$ cat config.mk
export PLATFORM = sky130hd
export DESIGN_NAME = cpu
export DESIGN_NICKNAME = d
export VERILOG_FILES = /design/src/rtl/cpu_pkg.sv /design/src/rtl/cpu.sv /design/src/rtl/cpu_alu.sv /design/src/rtl/cpu_core_ctrl.sv /design/src/rtl/cpu_decoder.sv /design/src/rtl/cpu_mem_ctrl.sv /design/src/rtl/cpu_regfile.sv
export VERILOG_INCLUDE_DIRS = /design/src /design/src/rtl
export SDC_FILE = /design/constraint.sdc
export NUM_CORES = 2
export LEC_CHECK = 0
export BUFFER_PORTS_ARGS = -buffer_cell sky130_fd_sc_hd__buf_2
export CAP_MARGIN = 10
export CORE_UTILIZATION = 45
export CTS_CLUSTER_DIAMETER = 100
export DETAILED_ROUTE_END_ITERATION = 8
export GPL_ROUTABILITY_DRIVEN = 0
export HOLD_SLACK_MARGIN = 0.06
export PLACE_DENSITY = 0.56
export REMOVE_ABC_BUFFERS = 1
export SYNTH_ARGS = -nofsm -noshare
export SYNTH_HDL_FRONTEND = slang
export SYNTH_HIERARCHICAL = 1
export SYNTH_SLANG_ARGS = --single-unit
$ cat constraint.sdc
create_clock -name clk_in -period 10.9 [get_ports clk_in]
set_input_delay 1.09 -clock clk_in [delete_from_list [all_inputs] [get_ports clk_in]]
set_output_delay 1.09 -clock clk_in [all_outputs]
set_load 0.02 [all_outputs]
$ cat src/rtl/cpu_config.svh
`ifndef CPU_CONFIG_SVH
`define CPU_CONFIG_SVH

// data and address width of the core
`define CPU_XLEN 32

`define CPU_RESET_PC 32'h0000_0000 // first fetch address

// memory mapped i/o, decoded by the memory model and not by the core
`define CPU_IO_OUT_ADDR  32'h0003_0000 // byte written here goes to the output log
`define CPU_IO_STOP_ADDR 32'h0003_0004 // any write here stops the program

// register shown on dbgreg_dout, a0
`define CPU_DBG_REG 10

`endif

$ cat src/rtl/cpu_pkg.sv
`default_nettype none

package cpu_pkg;

  // major opcodes of the supported subset
  typedef enum logic [6:0] {
    op_lui    = 7'b0110111,
    op_jal    = 7'b1101111,
    op_branch = 7'b1100011,
    op_load   = 7'b0000011,
    op_store  = 7'b0100011,
    op_imm    = 7'b0010011,
    op_reg    = 7'b0110011
  } opcode_e;

  typedef enum logic [3:0] {
    alu_add      = 4'd0,
    alu_sub      = 4'd1,
    alu_and      = 4'd2,
    alu_or       = 4'd3,
    alu_xor      = 4'd4,
    alu_slt      = 4'd5,
    alu_pass_b   = 4'd6, // lui
    alu_pc_plus4 = 4'd7  // jal link value
  } alu_op_e;

  typedef enum logic [3:0] {
    cls_reg_alu    = 4'd0,
    cls_imm_alu    = 4'd1,
    cls_lui        = 4'd2,
    cls_load       = 4'd3,
    cls_store_word = 4'd4,
    cls_store_byte = 4'd5,
    cls_branch_eq  = 4'd6,
    cls_branch_ne  = 4'd7,
    cls_jal        = 4'd8,
    cls_illegal    = 4'd9
  } inst_class_e;

  // requests from the sequencer to the byte bus controller
  typedef enum logic [2:0] {
    mem_none       = 3'd0,
    mem_fetch      = 3'd1,
    mem_load_word  = 3'd2,
    mem_store_word = 3'd3,
    mem_store_byte = 3'd4
  } mem_op_e;

endpackage

`default_nettype wire

$ cat src/rtl/cpu.sv
`timescale 1ns/1ns
`default_nettype none

`include "cpu_config.svh"

module cpu (
  input  wire                  clk_in,
  input  wire                  rst_in,
  input  wire                  rdy_in,   // pauses the whole core when low
  input  wire  [7:0]           mem_din_i,
  output logic [7:0]           mem_dout_o,
  output logic [`CPU_XLEN-1:0] mem_a_o,
  output logic                 mem_wr_o, // 1 for write
  output logic [`CPU_XLEN-1:0] dbgreg_dout_o
);

  logic [`CPU_XLEN-1:0] inst;
  logic [`CPU_XLEN-1:0] pc;
  logic [`CPU_XLEN-1:0] imm;
  logic [`CPU_XLEN-1:0] rs1_data;
  logic [`CPU_XLEN-1:0] rs2_data;
  logic [`CPU_XLEN-1:0] alu_a;
  logic [`CPU_XLEN-1:0] alu_b;
  logic [`CPU_XLEN-1:0] alu_result;
  logic [`CPU_XLEN-1:0] mem_addr;
  logic [`CPU_XLEN-1:0] mem_wdata;
  logic [`CPU_XLEN-1:0] mem_rdata;
  logic [`CPU_XLEN-1:0] rd_data;
  logic [4:0]           rs1;
  logic [4:0]           rs2;
  logic [4:0]           rd;
  logic                 b_is_imm;
  logic                 branch_eq;
  logic                 mem_done;
  logic                 rd_we;
  cpu_pkg::alu_op_e     alu_op;
  cpu_pkg::inst_class_e inst_class;
  cpu_pkg::mem_op_e     mem_op;

  // operand select, pc feeds the jal link
  assign alu_a = (alu_op == cpu_pkg::alu_pc_plus4) ? pc : rs1_data;
  assign alu_b = b_is_imm ? imm : rs2_data;

  cpu_core_ctrl u_core (
    .clk_in(clk_in), .rst_in(rst_in), .rdy_i(rdy_in),
    .class_i(inst_class), .imm_i(imm),
    .rs1_data_i(rs1_data), .rs2_data_i(rs2_data),
    .alu_result_i(alu_result), .branch_eq_i(branch_eq),
    .mem_done_i(mem_done), .mem_rdata_i(mem_rdata),
    .inst_o(inst), .pc_o(pc),
    .mem_op_o(mem_op), .mem_addr_o(mem_addr), .mem_wdata_o(mem_wdata),
    .rd_we_o(rd_we), .rd_data_o(rd_data)
  );

  cpu_decoder u_dec (
    .inst_i(inst), .rs1_o(rs1), .rs2_o(rs2), .rd_o(rd), .imm_o(imm),
    .alu_op_o(alu_op), .class_o(inst_class), .b_is_imm_o(b_is_imm)
  );

  cpu_regfile u_rf (
    .clk_in(clk_in), .rst_in(rst_in), .rdy_i(rdy_in),
    .raddr1_i(rs1), .raddr2_i(rs2),
    .we_i(rd_we), .waddr_i(rd), .wdata_i(rd_data),
    .rdata1_o(rs1_data), .rdata2_o(rs2_data), .dbg_o(dbgreg_dout_o)
  );

  cpu_alu u_alu (
    .op_i(alu_op), .a_i(alu_a), .b_i(alu_b),
    .result_o(alu_result), .equal_o(branch_eq)
  );

  cpu_mem_ctrl u_mem (
    .clk_in(clk_in), .rst_in(rst_in), .rdy_i(rdy_in),
    .op_i(mem_op), .addr_i(mem_addr), .wdata_i(mem_wdata),
    .mem_din_i(mem_din_i),
    .done_o(mem_done), .rdata_o(mem_rdata),
    .mem_a_o(mem_a_o), .mem_dout_o(mem_dout_o), .mem_wr_o(mem_wr_o)
  );

endmodule

`default_nettype wire

$ cat src/rtl/cpu_alu.sv
`timescale 1ns/1ns
`default_nettype none

`include "cpu_config.svh"

module cpu_alu (
  input  wire cpu_pkg::alu_op_e op_i,
  input  wire  [`CPU_XLEN-1:0]  a_i,
  input  wire  [`CPU_XLEN-1:0]  b_i,
  output logic [`CPU_XLEN-1:0]  result_o,
  output logic                  equal_o
);

  localparam logic [`CPU_XLEN-1:0] inst_bytes = 4;

  logic less_than;

  assign less_than = $signed(a_i) < $signed(b_i);
  assign equal_o   = (a_i == b_i); // beq and bne

  always_comb
  begin
    case (op_i)
      cpu_pkg::alu_add:      result_o = a_i + b_i;
      cpu_pkg::alu_sub:      result_o = a_i - b_i;
      cpu_pkg::alu_and:      result_o = a_i & b_i;
      cpu_pkg::alu_or:       result_o = a_i | b_i;
      cpu_pkg::alu_xor:      result_o = a_i ^ b_i;
      cpu_pkg::alu_slt:      result_o = {{(`CPU_XLEN-1){1'b0}}, less_than};
      cpu_pkg::alu_pass_b:   result_o = b_i;             // upper immediate
      cpu_pkg::alu_pc_plus4: result_o = a_i + inst_bytes; // a is the pc here
      default:               result_o = '0;
    endcase
  end

endmodule

`default_nettype wire

$ cat src/rtl/cpu_core_ctrl.sv
`timescale 1ns/1ns
`default_nettype none

`include "cpu_config.svh"

module cpu_core_ctrl (
  input  wire                       clk_in,
  input  wire                       rst_in,
  input  wire                       rdy_i,
  input  wire cpu_pkg::inst_class_e class_i,
  input  wire  [`CPU_XLEN-1:0]      imm_i,
  input  wire  [`CPU_XLEN-1:0]      rs1_data_i,
  input  wire  [`CPU_XLEN-1:0]      rs2_data_i,
  input  wire  [`CPU_XLEN-1:0]      alu_result_i,
  input  wire                       branch_eq_i,
  input  wire                       mem_done_i,
  input  wire  [`CPU_XLEN-1:0]      mem_rdata_i,
  output logic [`CPU_XLEN-1:0]      inst_o,
  output logic [`CPU_XLEN-1:0]      pc_o,
  output cpu_pkg::mem_op_e          mem_op_o,
  output logic [`CPU_XLEN-1:0]      mem_addr_o,
  output logic [`CPU_XLEN-1:0]      mem_wdata_o,
  output logic                      rd_we_o,
  output logic [`CPU_XLEN-1:0]      rd_data_o
);

  localparam logic [`CPU_XLEN-1:0] inst_bytes = 4;

  typedef enum logic [2:0] {
    st_fetch,
    st_decode,
    st_exec,
    st_mem,
    st_wb,
    st_halt
  } state_e;

  state_e               state_q;
  logic [`CPU_XLEN-1:0] rs1_q;
  logic [`CPU_XLEN-1:0] rs2_q;
  logic [`CPU_XLEN-1:0] addr_q;    // load/store effective address
  logic [`CPU_XLEN-1:0] result_q;  // alu result or load data
  logic [`CPU_XLEN-1:0] next_pc_q;
  logic                 is_mem;
  logic                 writes_rd;
  logic                 take_jump;

  assign is_mem    = class_i inside {cpu_pkg::cls_load, cpu_pkg::cls_store_word,
                                     cpu_pkg::cls_store_byte};
  assign writes_rd = class_i inside {cpu_pkg::cls_reg_alu, cpu_pkg::cls_imm_alu,
                                     cpu_pkg::cls_lui, cpu_pkg::cls_load, cpu_pkg::cls_jal};
  assign take_jump = (class_i == cpu_pkg::cls_jal) ||
                     ((class_i == cpu_pkg::cls_branch_eq) && branch_eq_i) ||
                     ((class_i == cpu_pkg::cls_branch_ne) && !branch_eq_i);

  always_comb
  begin
    mem_op_o = cpu_pkg::mem_none;
    if (state_q == st_fetch)
      mem_op_o = cpu_pkg::mem_fetch;
    else if (state_q == st_mem)
    begin
      case (class_i)
        cpu_pkg::cls_load:       mem_op_o = cpu_pkg::mem_load_word;
        cpu_pkg::cls_store_word: mem_op_o = cpu_pkg::mem_store_word;
        cpu_pkg::cls_store_byte: mem_op_o = cpu_pkg::mem_store_byte;
        default:                 mem_op_o = cpu_pkg::mem_none;
      endcase
    end
  end

  assign mem_addr_o  = (state_q == st_fetch) ? pc_o : addr_q;
  assign mem_wdata_o = rs2_q;
  assign rd_we_o     = (state_q == st_wb) && writes_rd;
  assign rd_data_o   = result_q;

  // sequencer and pc
  always_ff @(posedge clk_in)
  begin
    if (rst_in)
    begin
      state_q <= st_fetch;
      pc_o    <= `CPU_RESET_PC;
    end
    else if (rdy_i)
    begin
      case (state_q)
        st_fetch:
          if (mem_done_i)
            state_q <= st_decode;
        st_decode: state_q <= (class_i == cpu_pkg::cls_illegal) ? st_halt : st_exec;
        st_exec:   state_q <= is_mem ? st_mem : st_wb;
        st_mem:
          if (mem_done_i)
            state_q <= st_wb;
        st_wb:
        begin
          pc_o    <= next_pc_q;
          state_q <= st_fetch;
        end
        default: state_q <= st_halt; // stays here until reset
      endcase
    end
  end

  always_ff @(posedge clk_in)
  begin
    if (rdy_i)
    begin
      case (state_q)
        st_fetch:
          if (mem_done_i)
            inst_o <= mem_rdata_i;
        st_decode:
        begin
          rs1_q <= rs1_data_i;
          rs2_q <= rs2_data_i; // store data
        end
        st_exec:
        begin
          result_q  <= alu_result_i;
          addr_q    <= rs1_q + imm_i;
          next_pc_q <= take_jump ? (pc_o + imm_i) : (pc_o + inst_bytes);
        end
        st_mem:
          if (mem_done_i && (class_i == cpu_pkg::cls_load))
            result_q <= mem_rdata_i;
        default: ;
      endcase
    end
  end

  // decoder output checked against the sequencer step that consumes it
  a_legal_inst: assert property (@(posedge clk_in) disable iff (rst_in)
    (state_q == st_decode) |-> (class_i != cpu_pkg::cls_illegal))
    else $error("illegal instruction %h at pc %h", inst_o, pc_o);

endmodule

`default_nettype wire

$ cat src/rtl/cpu_decoder.sv
`timescale 1ns/1ns
`default_nettype none

`include "cpu_config.svh"

module cpu_decoder (
  input  wire  [`CPU_XLEN-1:0]   inst_i,
  output logic [4:0]             rs1_o,
  output logic [4:0]             rs2_o,
  output logic [4:0]             rd_o,
  output logic [`CPU_XLEN-1:0]   imm_o,
  output cpu_pkg::alu_op_e       alu_op_o,
  output cpu_pkg::inst_class_e   class_o,
  output logic                   b_is_imm_o
);

  cpu_pkg::opcode_e     opcode;
  logic [2:0]           funct3;
  logic [6:0]           funct7;
  logic [`CPU_XLEN-1:0] imm_i_type;
  logic [`CPU_XLEN-1:0] imm_s_type;
  logic [`CPU_XLEN-1:0] imm_b_type;
  logic [`CPU_XLEN-1:0] imm_u_type;
  logic [`CPU_XLEN-1:0] imm_j_type;

  assign opcode = cpu_pkg::opcode_e'(inst_i[6:0]);
  assign funct3 = inst_i[14:12];
  assign funct7 = inst_i[31:25];
  assign rs1_o  = inst_i[19:15];
  assign rs2_o  = inst_i[24:20];
  assign rd_o   = inst_i[11:7];

  // sign-extended immediates, one per format
  assign imm_i_type = {{20{inst_i[31]}}, inst_i[31:20]};
  assign imm_s_type = {{20{inst_i[31]}}, inst_i[31:25], inst_i[11:7]};
  assign imm_b_type = {{19{inst_i[31]}}, inst_i[31], inst_i[7], inst_i[30:25],
                       inst_i[11:8], 1'b0};
  assign imm_u_type = {inst_i[31:12], 12'b0};
  assign imm_j_type = {{11{inst_i[31]}}, inst_i[31], inst_i[19:12], inst_i[20],
                       inst_i[30:21], 1'b0};

  always_comb
  begin
    alu_op_o   = cpu_pkg::alu_add;
    class_o    = cpu_pkg::cls_illegal;
    b_is_imm_o = 1'b0;
    imm_o      = imm_i_type;
    case (opcode)
      cpu_pkg::op_imm:
      begin
        b_is_imm_o = 1'b1;
        class_o    = cpu_pkg::cls_imm_alu;
        case (funct3)
          3'b000:  alu_op_o = cpu_pkg::alu_add;
          3'b111:  alu_op_o = cpu_pkg::alu_and;
          3'b110:  alu_op_o = cpu_pkg::alu_or;
          3'b100:  alu_op_o = cpu_pkg::alu_xor;
          default: class_o  = cpu_pkg::cls_illegal; // shifts and compares not supported
        endcase
      end
      cpu_pkg::op_reg:
      begin
        class_o = cpu_pkg::cls_reg_alu;
        case ({funct7, funct3})
          10'b0000000_000: alu_op_o = cpu_pkg::alu_add;
          10'b0100000_000: alu_op_o = cpu_pkg::alu_sub;
          10'b0000000_111: alu_op_o = cpu_pkg::alu_and;
          10'b0000000_110: alu_op_o = cpu_pkg::alu_or;
          10'b0000000_100: alu_op_o = cpu_pkg::alu_xor;
          10'b0000000_010: alu_op_o = cpu_pkg::alu_slt;
          default:         class_o  = cpu_pkg::cls_illegal;
        endcase
      end
      cpu_pkg::op_lui:
      begin
        imm_o      = imm_u_type;
        b_is_imm_o = 1'b1;
        alu_op_o   = cpu_pkg::alu_pass_b;
        class_o    = cpu_pkg::cls_lui;
      end
      cpu_pkg::op_load:
      begin
        b_is_imm_o = 1'b1;
        if (funct3 == 3'b010)
          class_o = cpu_pkg::cls_load; // lw only
      end
      cpu_pkg::op_store:
      begin
        imm_o      = imm_s_type;
        b_is_imm_o = 1'b1;
        if (funct3 == 3'b010)
          class_o = cpu_pkg::cls_store_word;
        else if (funct3 == 3'b000)
          class_o = cpu_pkg::cls_store_byte;
      end
      cpu_pkg::op_branch:
      begin
        imm_o    = imm_b_type;
        alu_op_o = cpu_pkg::alu_sub;
        if (funct3 == 3'b000)
          class_o = cpu_pkg::cls_branch_eq;
        else if (funct3 == 3'b001)
          class_o = cpu_pkg::cls_branch_ne;
      end
      cpu_pkg::op_jal:
      begin
        imm_o    = imm_j_type;
        alu_op_o = cpu_pkg::alu_pc_plus4;
        class_o  = cpu_pkg::cls_jal;
      end
      default: class_o = cpu_pkg::cls_illegal;
    endcase
  end

endmodule

`default_nettype wire

$ cat src/rtl/cpu_mem_ctrl.sv
`timescale 1ns/1ns
`default_nettype none

`include "cpu_config.svh"

module cpu_mem_ctrl (
  input  wire                   clk_in,
  input  wire                   rst_in,
  input  wire                   rdy_i,
  input  wire cpu_pkg::mem_op_e op_i,
  input  wire  [`CPU_XLEN-1:0]  addr_i,
  input  wire  [`CPU_XLEN-1:0]  wdata_i,
  input  wire  [7:0]            mem_din_i,
  output logic                  done_o,
  output logic [`CPU_XLEN-1:0]  rdata_o,
  output logic [`CPU_XLEN-1:0]  mem_a_o,
  output logic [7:0]            mem_dout_o,
  output logic                  mem_wr_o
);

  logic [1:0]  cnt_q;  // bytes captured or written so far
  logic        pend_q; // byte cnt_q was addressed last cycle
  logic [23:0] buf_q;  // lower three read bytes
  logic        is_read;
  logic        is_write;
  logic [1:0]  last_idx;
  logic [2:0]  issue_idx;
  logic [1:0]  offset;

  assign is_read  = (op_i == cpu_pkg::mem_fetch) || (op_i == cpu_pkg::mem_load_word);
  assign is_write = (op_i == cpu_pkg::mem_store_word) || (op_i == cpu_pkg::mem_store_byte);
  assign last_idx = (op_i == cpu_pkg::mem_store_byte) ? 2'd0 : 2'd3;

  // while a capture is pending the next byte is already addressed
  assign issue_idx = {1'b0, cnt_q} + {2'b00, pend_q};
  assign offset    = issue_idx[2] ? 2'd3 : issue_idx[1:0]; // hold last byte on final capture

  assign mem_a_o    = (op_i == cpu_pkg::mem_none) ? '0 :
                      addr_i + {{(`CPU_XLEN-2){1'b0}}, offset};
  assign mem_dout_o = wdata_i[{cnt_q, 3'b000} +: 8]; // little endian byte lane
  assign mem_wr_o   = is_write && rdy_i;

  assign done_o  = rdy_i && ((is_read && pend_q && (cnt_q == 2'd3)) ||
                             (is_write && (cnt_q == last_idx)));
  assign rdata_o = {mem_din_i, buf_q}; // top byte taken straight from the bus

  always_ff @(posedge clk_in)
  begin
    if (rst_in)
    begin
      cnt_q  <= 2'd0;
      pend_q <= 1'b0;
    end
    else if (!rdy_i)
      pend_q <= 1'b0; // capture lost, same byte is addressed again
    else if (done_o)
    begin
      cnt_q  <= 2'd0;
      pend_q <= 1'b0;
    end
    else if (is_read)
    begin
      if (pend_q)
        cnt_q <= cnt_q + 2'd1;
      pend_q <= 1'b1;
    end
    else if (is_write)
      cnt_q <= cnt_q + 2'd1;
  end

  always_ff @(posedge clk_in)
  begin
    if (rdy_i && is_read && pend_q && (cnt_q != 2'd3))
      buf_q[{cnt_q, 3'b000} +: 8] <= mem_din_i;
  end

  a_no_wr_paused: assert property (@(posedge clk_in) disable iff (rst_in)
    mem_wr_o |-> (rdy_i && (cnt_q <= last_idx)))
    else $error("memory write while rdy is low or past the last byte");

  a_word_align: assert property (@(posedge clk_in) disable iff (rst_in)
    (op_i inside {cpu_pkg::mem_fetch, cpu_pkg::mem_load_word, cpu_pkg::mem_store_word})
    |-> (addr_i[1:0] == 2'b00))
    else $error("misaligned word access at %h", addr_i);

  // requester must hold the request until done
  a_req_stable: assert property (@(posedge clk_in) disable iff (rst_in)
    ((op_i != cpu_pkg::mem_none) && !done_o) |=> ($stable(op_i) && $stable(addr_i)))
    else $error("memory request changed before done");

endmodule

`default_nettype wire

$ cat src/rtl/cpu_regfile.sv
`timescale 1ns/1ns
`default_nettype none

`include "cpu_config.svh"

module cpu_regfile (
  input  wire                  clk_in,
  input  wire                  rst_in,
  input  wire                  rdy_i,
  input  wire  [4:0]           raddr1_i,
  input  wire  [4:0]           raddr2_i,
  input  wire                  we_i,
  input  wire  [4:0]           waddr_i,
  input  wire  [`CPU_XLEN-1:0] wdata_i,
  output logic [`CPU_XLEN-1:0] rdata1_o,
  output logic [`CPU_XLEN-1:0] rdata2_o,
  output logic [`CPU_XLEN-1:0] dbg_o
);

  logic [`CPU_XLEN-1:0] regs_q [32];

  always_ff @(posedge clk_in)
  begin
    if (rst_in)
    begin
      for (int i = 0; i < 32; i++)
        regs_q[i] <= '0;
    end
    else if (rdy_i && we_i && (waddr_i != 5'd0)) // x0 never takes a write
      regs_q[waddr_i] <= wdata_i;
  end

  // asynchronous read ports, x0 stays zero from reset
  assign rdata1_o = regs_q[raddr1_i];
  assign rdata2_o = regs_q[raddr2_i];
  assign dbg_o    = regs_q[`CPU_DBG_REG];

  a_x0_zero: assert property (@(posedge clk_in) disable iff (rst_in)
    ((raddr1_i != 5'd0) || (rdata1_o == '0)) && ((raddr2_i != 5'd0) || (rdata2_o == '0)))
    else $error("x0 observed nonzero");

endmodule

`default_nettype wire

After elaboration in Yosys (flattened, before gate mapping)
Memory sizes are Yosys's and may differ from the RTL's. A register that Yosys moved wholly into a read port is not among the register bits.
Index checks and enable logic that the tools add are counted.
Widths: inputs -> output; s select.

storage, ports and cells
  RAM bits = 1024
  memories kept = 1
  bits of input ports = 11
  bits in latches = 0
  bits in registers = 254
  ROM bits = 0
  output and inout port bits = 73

cells by class
  shifts and indexed selects = 3
  order comparisons = 1
  bitwise gates (word level) = 4
  multiply operators = 0
  div/mod/pow operators = 0
  add/sub/neg operators = 10
  equal/unequal tests = 49
  mux-type cells = 46
  reduce and logical (&&, ||, !) cells = 43

memory list
  name         words  bits a word  read ports  clocked after memory_dff  write ports  RTL line           text
  u_rf.regs_q  32     32           3           2                         32           cpu_regfile.sv:20  logic [`CPU_XLEN-1:0] regs_q [32];

operator list
  operator                count
  $pmux 32 s8             1
  $mux 32                 7
  $pmux 31 s4             1
  $add 32x32->32          3
  $add 32x3->32 const B   2
  $pmux 32 s2             1
  $add 32x2->32           1
  $and 32x32->32          1
  $eq 32x32->1            1
  $eq 4x3->1 const B      8
  $lt 32x32->1            1
  $or 32x32->32           1
  $reduce_or 32->1        1
  $shiftx 32x6->8         1
  $sub 32x32->32          1
  $xor 32x32->32          1
  $eq 10x3->1 const B     3
  $pmux 3 s5              2
  $mux 4                  7
  $pmux 4 s7              1
  $bwmux 24               1
  $shift 8x7->24 const A  1
  $shiftx 8x7->24         1
  $eq 7x6->1 const B      3
  other kinds (40)        105

Logic depth before layout (Yosys ltp)
  depth after elaboration = 17
  depth in mapped cells = 26
  depth with buffers taken out = 20

Cells and area by module
The synthesis kept the hierarchy.

by module, submodules not included
  module         area an instance (sq um)  cells each  sequential area each (sq um)  times used
  cpu_regfile    56112.6                   4604        30749.5                       1
  cpu_core_ctrl  12151.7                   1078        6466.2                        1
  cpu_alu        6132.1                    929         0.0                           1
  cpu_mem_ctrl   2379.8                    255         780.7                         1
  cpu_decoder    937.1                     131         0.0                           1
  cpu            917.1                     72          0.0                           1

Least setup slack after synthesis
Ideal clock, no wire load.

  path type = input to register
  from = in rdy_in
  to = reg u_core.rs2_q[0] (netlist: u_core/mem_wdata_o[0]) (enable)
  buffers on the path = 1
  path slack = 2.744 ns
  stages on the path = 2
  arrival = 7.510 ns
  required time = 10.255 ns
  cells stage by stage = clkbuf_1 -> nor4bb_1

on the way
  cells in the longest elaborated chain, start to end = 1

ends and longest elaborated chain
  what                        RTL line              text
  start: declaration          cpu.sv:9              input wire rdy_in,
  $reduce_and 2->1 (no line)  n/a
  end signal: assignment      cpu_core_ctrl.sv:117  rs2_q <= rs2_data_i;
  end: declaration            cpu_core_ctrl.sv:40   logic [`CPU_XLEN-1:0] rs2_q;

Every way passes these cells.
A chain may end at the register's enable or synchronous reset.

Final worst setup path
  from = reg u_core.inst_o[16]
  to = reg u_core.next_pc_q[31] (data pin)

on the way
  cells in the longest elaborated chain, start to end = 7
  elaborated cells on any way between the ends = 10
  those cells by class = add/sub: 1; eq/ne: 1; mux: 3; reduce/logical: 5

ends and longest elaborated chain
  what                                                   RTL line                                  text
  start: declaration                                     cpu_core_ctrl.sv:18                       output logic [`CPU_XLEN-1:0] inst_o,
  start signal: assignment                               cpu_core_ctrl.sv:113                      inst_o <= mem_rdata_i;
  $pmux 31 s4 (*)                                        cpu_decoder.sv:48                         case (opcode)
  $mux 32 (*)                                            cpu.sv:42                                 assign alu_b = b_is_imm ? imm : rs2_data;
  $eq 32x32->1 (*)                                       cpu_alu.sv:19                             assign equal_o = (a_i == b_i);
  via branch_eq                                          cpu.sv:33                                 logic branch_eq;
  $logic_and 1x1->1 or $logic_not 1->1 (tied branches)   cpu_core_ctrl.sv:53, cpu_core_ctrl.sv:54
  $logic_or 1x1->1 or $logic_and 1x1->1 (tied branches)  cpu_core_ctrl.sv:52, cpu_core_ctrl.sv:54
  $logic_or 1x1->1 (*)                                   cpu_core_ctrl.sv:53                       ((class_i == cpu_pkg::cls_branch_eq) && branch_eq_i) ||
  $mux 32 (*)                                            cpu_core_ctrl.sv:123                      next_pc_q <= take_jump ? (pc_o + imm_i) : (pc_o + inst_bytes);
  end signal: assignment                                 cpu_core_ctrl.sv:123
  end: declaration                                       cpu_core_ctrl.sv:43                       logic [`CPU_XLEN-1:0] next_pc_q;

Mark *: on every way through the listed nets, which the timed path passes. The rest lies on a longest branch.

==> flow_summary.yaml <==
synth:
  synth_most_common_cell: "edfxtp_1"
  syn-cell-area_um2: 78600
  ys_async_sr_fraction_pct: 0
  synthTopCellsByArea: "edfxtp_1, mux2i_1, and2_1"
  ys_seq_area_share_pct: 48.3
  synth_top_area_cell: "edfxtp_1"
  synth_edf_count: 1240
  synthCells: 7069
  synth_top_cell_area_share_pct: 47.4
  ys.flop_type: "edfxtp_1"
  ys_types: 119
  synth-seq-cells: 1278
  ys_warn_count: 6
  synth.avg_cell_area_um2: 11.1
  synth_common_cells: "edfxtp_1, mux2i_1, and2_1, a21oi_1, nand2_1"
min_path:
  min_path_type: "flop to flop"
drt:
  vias_per_cell: 6.32
  antenna_left: 0
  post_drt_wl_per_cell_um: 31.1
  wl_met1_um: 121000
  wl_met3_um: 23900
  via_count: 59126
  drt_first_iter_violations: 6902
  top_layer_used: "met5"
  dr.pass1.iters: 6
  wirelength_um: 291000
  wl_met2_um: 131000
  drc: 0
setup_path:
  crit_chain: "buf_4, buf_12, mux2i_1, a22o_1, nor3_1, a31oi_1, nand3_1, mux2_4, inv_1, ha_1, nor4_1, nand3_1, nor4_1, and4_1, a21oi_1, nor2_1, a31o_2, nor3b_1, a22oi_2, a31o_1, a41oi_2, xor2_1"
  cp-start-kind: "flop"
  cp_data_required_time_ns: 11.48
  worstSetupEndpointType: "flop"
  arrival_ns: 8.38
  r2r_slack_ns: 3.10
  max_stage_delay_ns: 0.83
  crit_path_max_fanout: 106
  crit_family: "simple AND/OR/NAND/NOR gates"
  slowest_stage: "nor4_1"
  criticalPathCategory: "flop to flop"
  worstPathBufferInverterCount: 3
pwr:
  peakVddDrop_mv: 0.0967
  p_total_uw: 11200
  power.density_nw_per_um2: 132
  leakagePower_uw: 0.0304
sta:
  min_period_ns: 7.80
  finalSetupTns_ns: 0
  setup_viol: 0
  rsz0062_at_grt: "false"
  whs_ns: 0.451
  final_hold_viol_count: 0
  slew_headroom_pct: 13.4
  timing.final.crit_share_pct: 71.6
  drv_slew: 0
  finalClockSkew_ns: 0.0481
  worst_pin_slew_ns: 1.30
  fmax_mhz: 128
die:
  ios: 84
  num_rows: 153
  initial_core_util_pct: 45.3
  die_h_um: 420
  die_x_um: 420
  die_area_um2: 176000
  core_um2: 174000
status:
  status: "finished, final reports clean"
layout:
  fillers: 15548
  layout-drive-gt1-share_pct: 10.2
  multi_input_area_um2: 37300
  regArea_um2: 38000
  syn_to_final_growth_pct: 8.17
  stdcell_count: 9349
  nNetsFinal: 7092
  fin_area_um2: 85100
clock_tree:
  root_buffer: "clkbuf_16"
  cts_tree: "built"
  postCtsResizedCells: 0
  cts_setup_buffers: 0
  htree_levels: 4
  cts_sinks: 1278
  hold_buffers: 0
  cts_buffers: 149
  clockBufferDepth: 3
  clk_latency_ns: 0.83
  clkTransAtPathRegs_ns: 0.06
global_routing:
  antenna_found_initial: 18
  grt_pass1_vias: 56368
  track_usage_pct: 32.2
  grt_max_degree: 114
  grt_pass1_wl_um: 408000
  grt.overflow.total: 0
place:
  dp_cells: 9065
  hpwl_um: 185000
  io_buffers: 83
  post_dp_cell_area_um2: 80500
run:
  cap_violations: 0
## per-layer routing
metal / global-route usage [%] / up-vias
met5: 0 / -
met4: 16.0 / 14
met3: 4.91 / 685
met2: 50.8 / 2983
met1: 43.2 / 29798
li1: - / 25646
## state kept, by name (all words and copies together) (netlist names)
name and cells:
u_core/state_q 3, u_mem/buf_q 24, u_core/inst_o 32, u_core/mem_wdata_o 32, u_mem/cnt_q 2, u_core/next_pc_q 32, u_core/rd_data_o 32, u_core/rs1_q 32
u_core/pc_o 32, u_rf/regs_q 1024, u_mem/pend_q 1, u_core/addr_q 32
## cells in the final DEF (no fill, tap or decap), types with 125 or more instances in the layout
master     Yosys  final
and2_1      1031   1029
a22o_1       135    135
edfxtp_1    1240   1240
inv_1        125    125
buf_4         99    144
nor2_1       161    149
clkbuf_16      0    152
ha_1         185    185
nand2_1      402    402
mux2i_1     1034   1034
a21oi_1      404    404
nand3_1      265    265
a22oi_1      204    204
## layout make-up
class | instances | area share, %
Clock inverter | 78 | 0.634
Inverter | 128 | 0.565
Multi-Input combinational cell | 5093 | 43.9
Clock buffer | 193 | 4.65
Timing Repair Buffer | 241 | 2.11
Antenna cell | 13 | 0.0382
Sequential cell | 1278 | 44.7
Tap cell | 2325 | 3.42
## cells by family (layout without fill, tap and decap cells)
group,after synthesis,count (layout),share of synthesized area [%]
AND/OR/NAND/NOR,2280,2280,16.3
AO/OA/AOI/OAI,1279,1279,10.9
flip-flops,1278,1278,48.3
multiplexers,1170,1170,15.4
buffers and inverters,729,640,4.53
adder cells (fa/ha/maj),190,190,3.07
XOR/XNOR,141,141,1.57
other,2,46,0.00955
## metrics by stage
step / utilization [%] / worst slack [ns]
6_report: 49.0 / 3.10
5_1_grt: 49.0 / 2.86
4_1_cts: 49.0 / 3.37
3_5_place_dp: 46.4 / 3.35
3_3_place_gp: 46.4 / 3.45
2_1_floorplan: - / -10.40
## worst paths after layout
| kind | startpoint | cells after the start | endpoint |
|---|---|---|---|
| hold reg to reg | u_mem/buf_q[9] | 0 | u_core/inst_o[9] |
| setup reg to reg | u_core/inst_o[16] | 22 | u_core/next_pc_q[31] |
| setup / recovery | u_core/inst_o[16] | 22 | u_core/next_pc_q[31] |
| hold / removal | u_mem/buf_q[9] | 0 | u_core/inst_o[9] |
## power breakdown
group          total (uW)  internal [uW]  switching (uW)
clock network        4770           2660            2110
logic                 796            257             539
registers            5660           5540             120
Power figures use the tool's default switching activity.
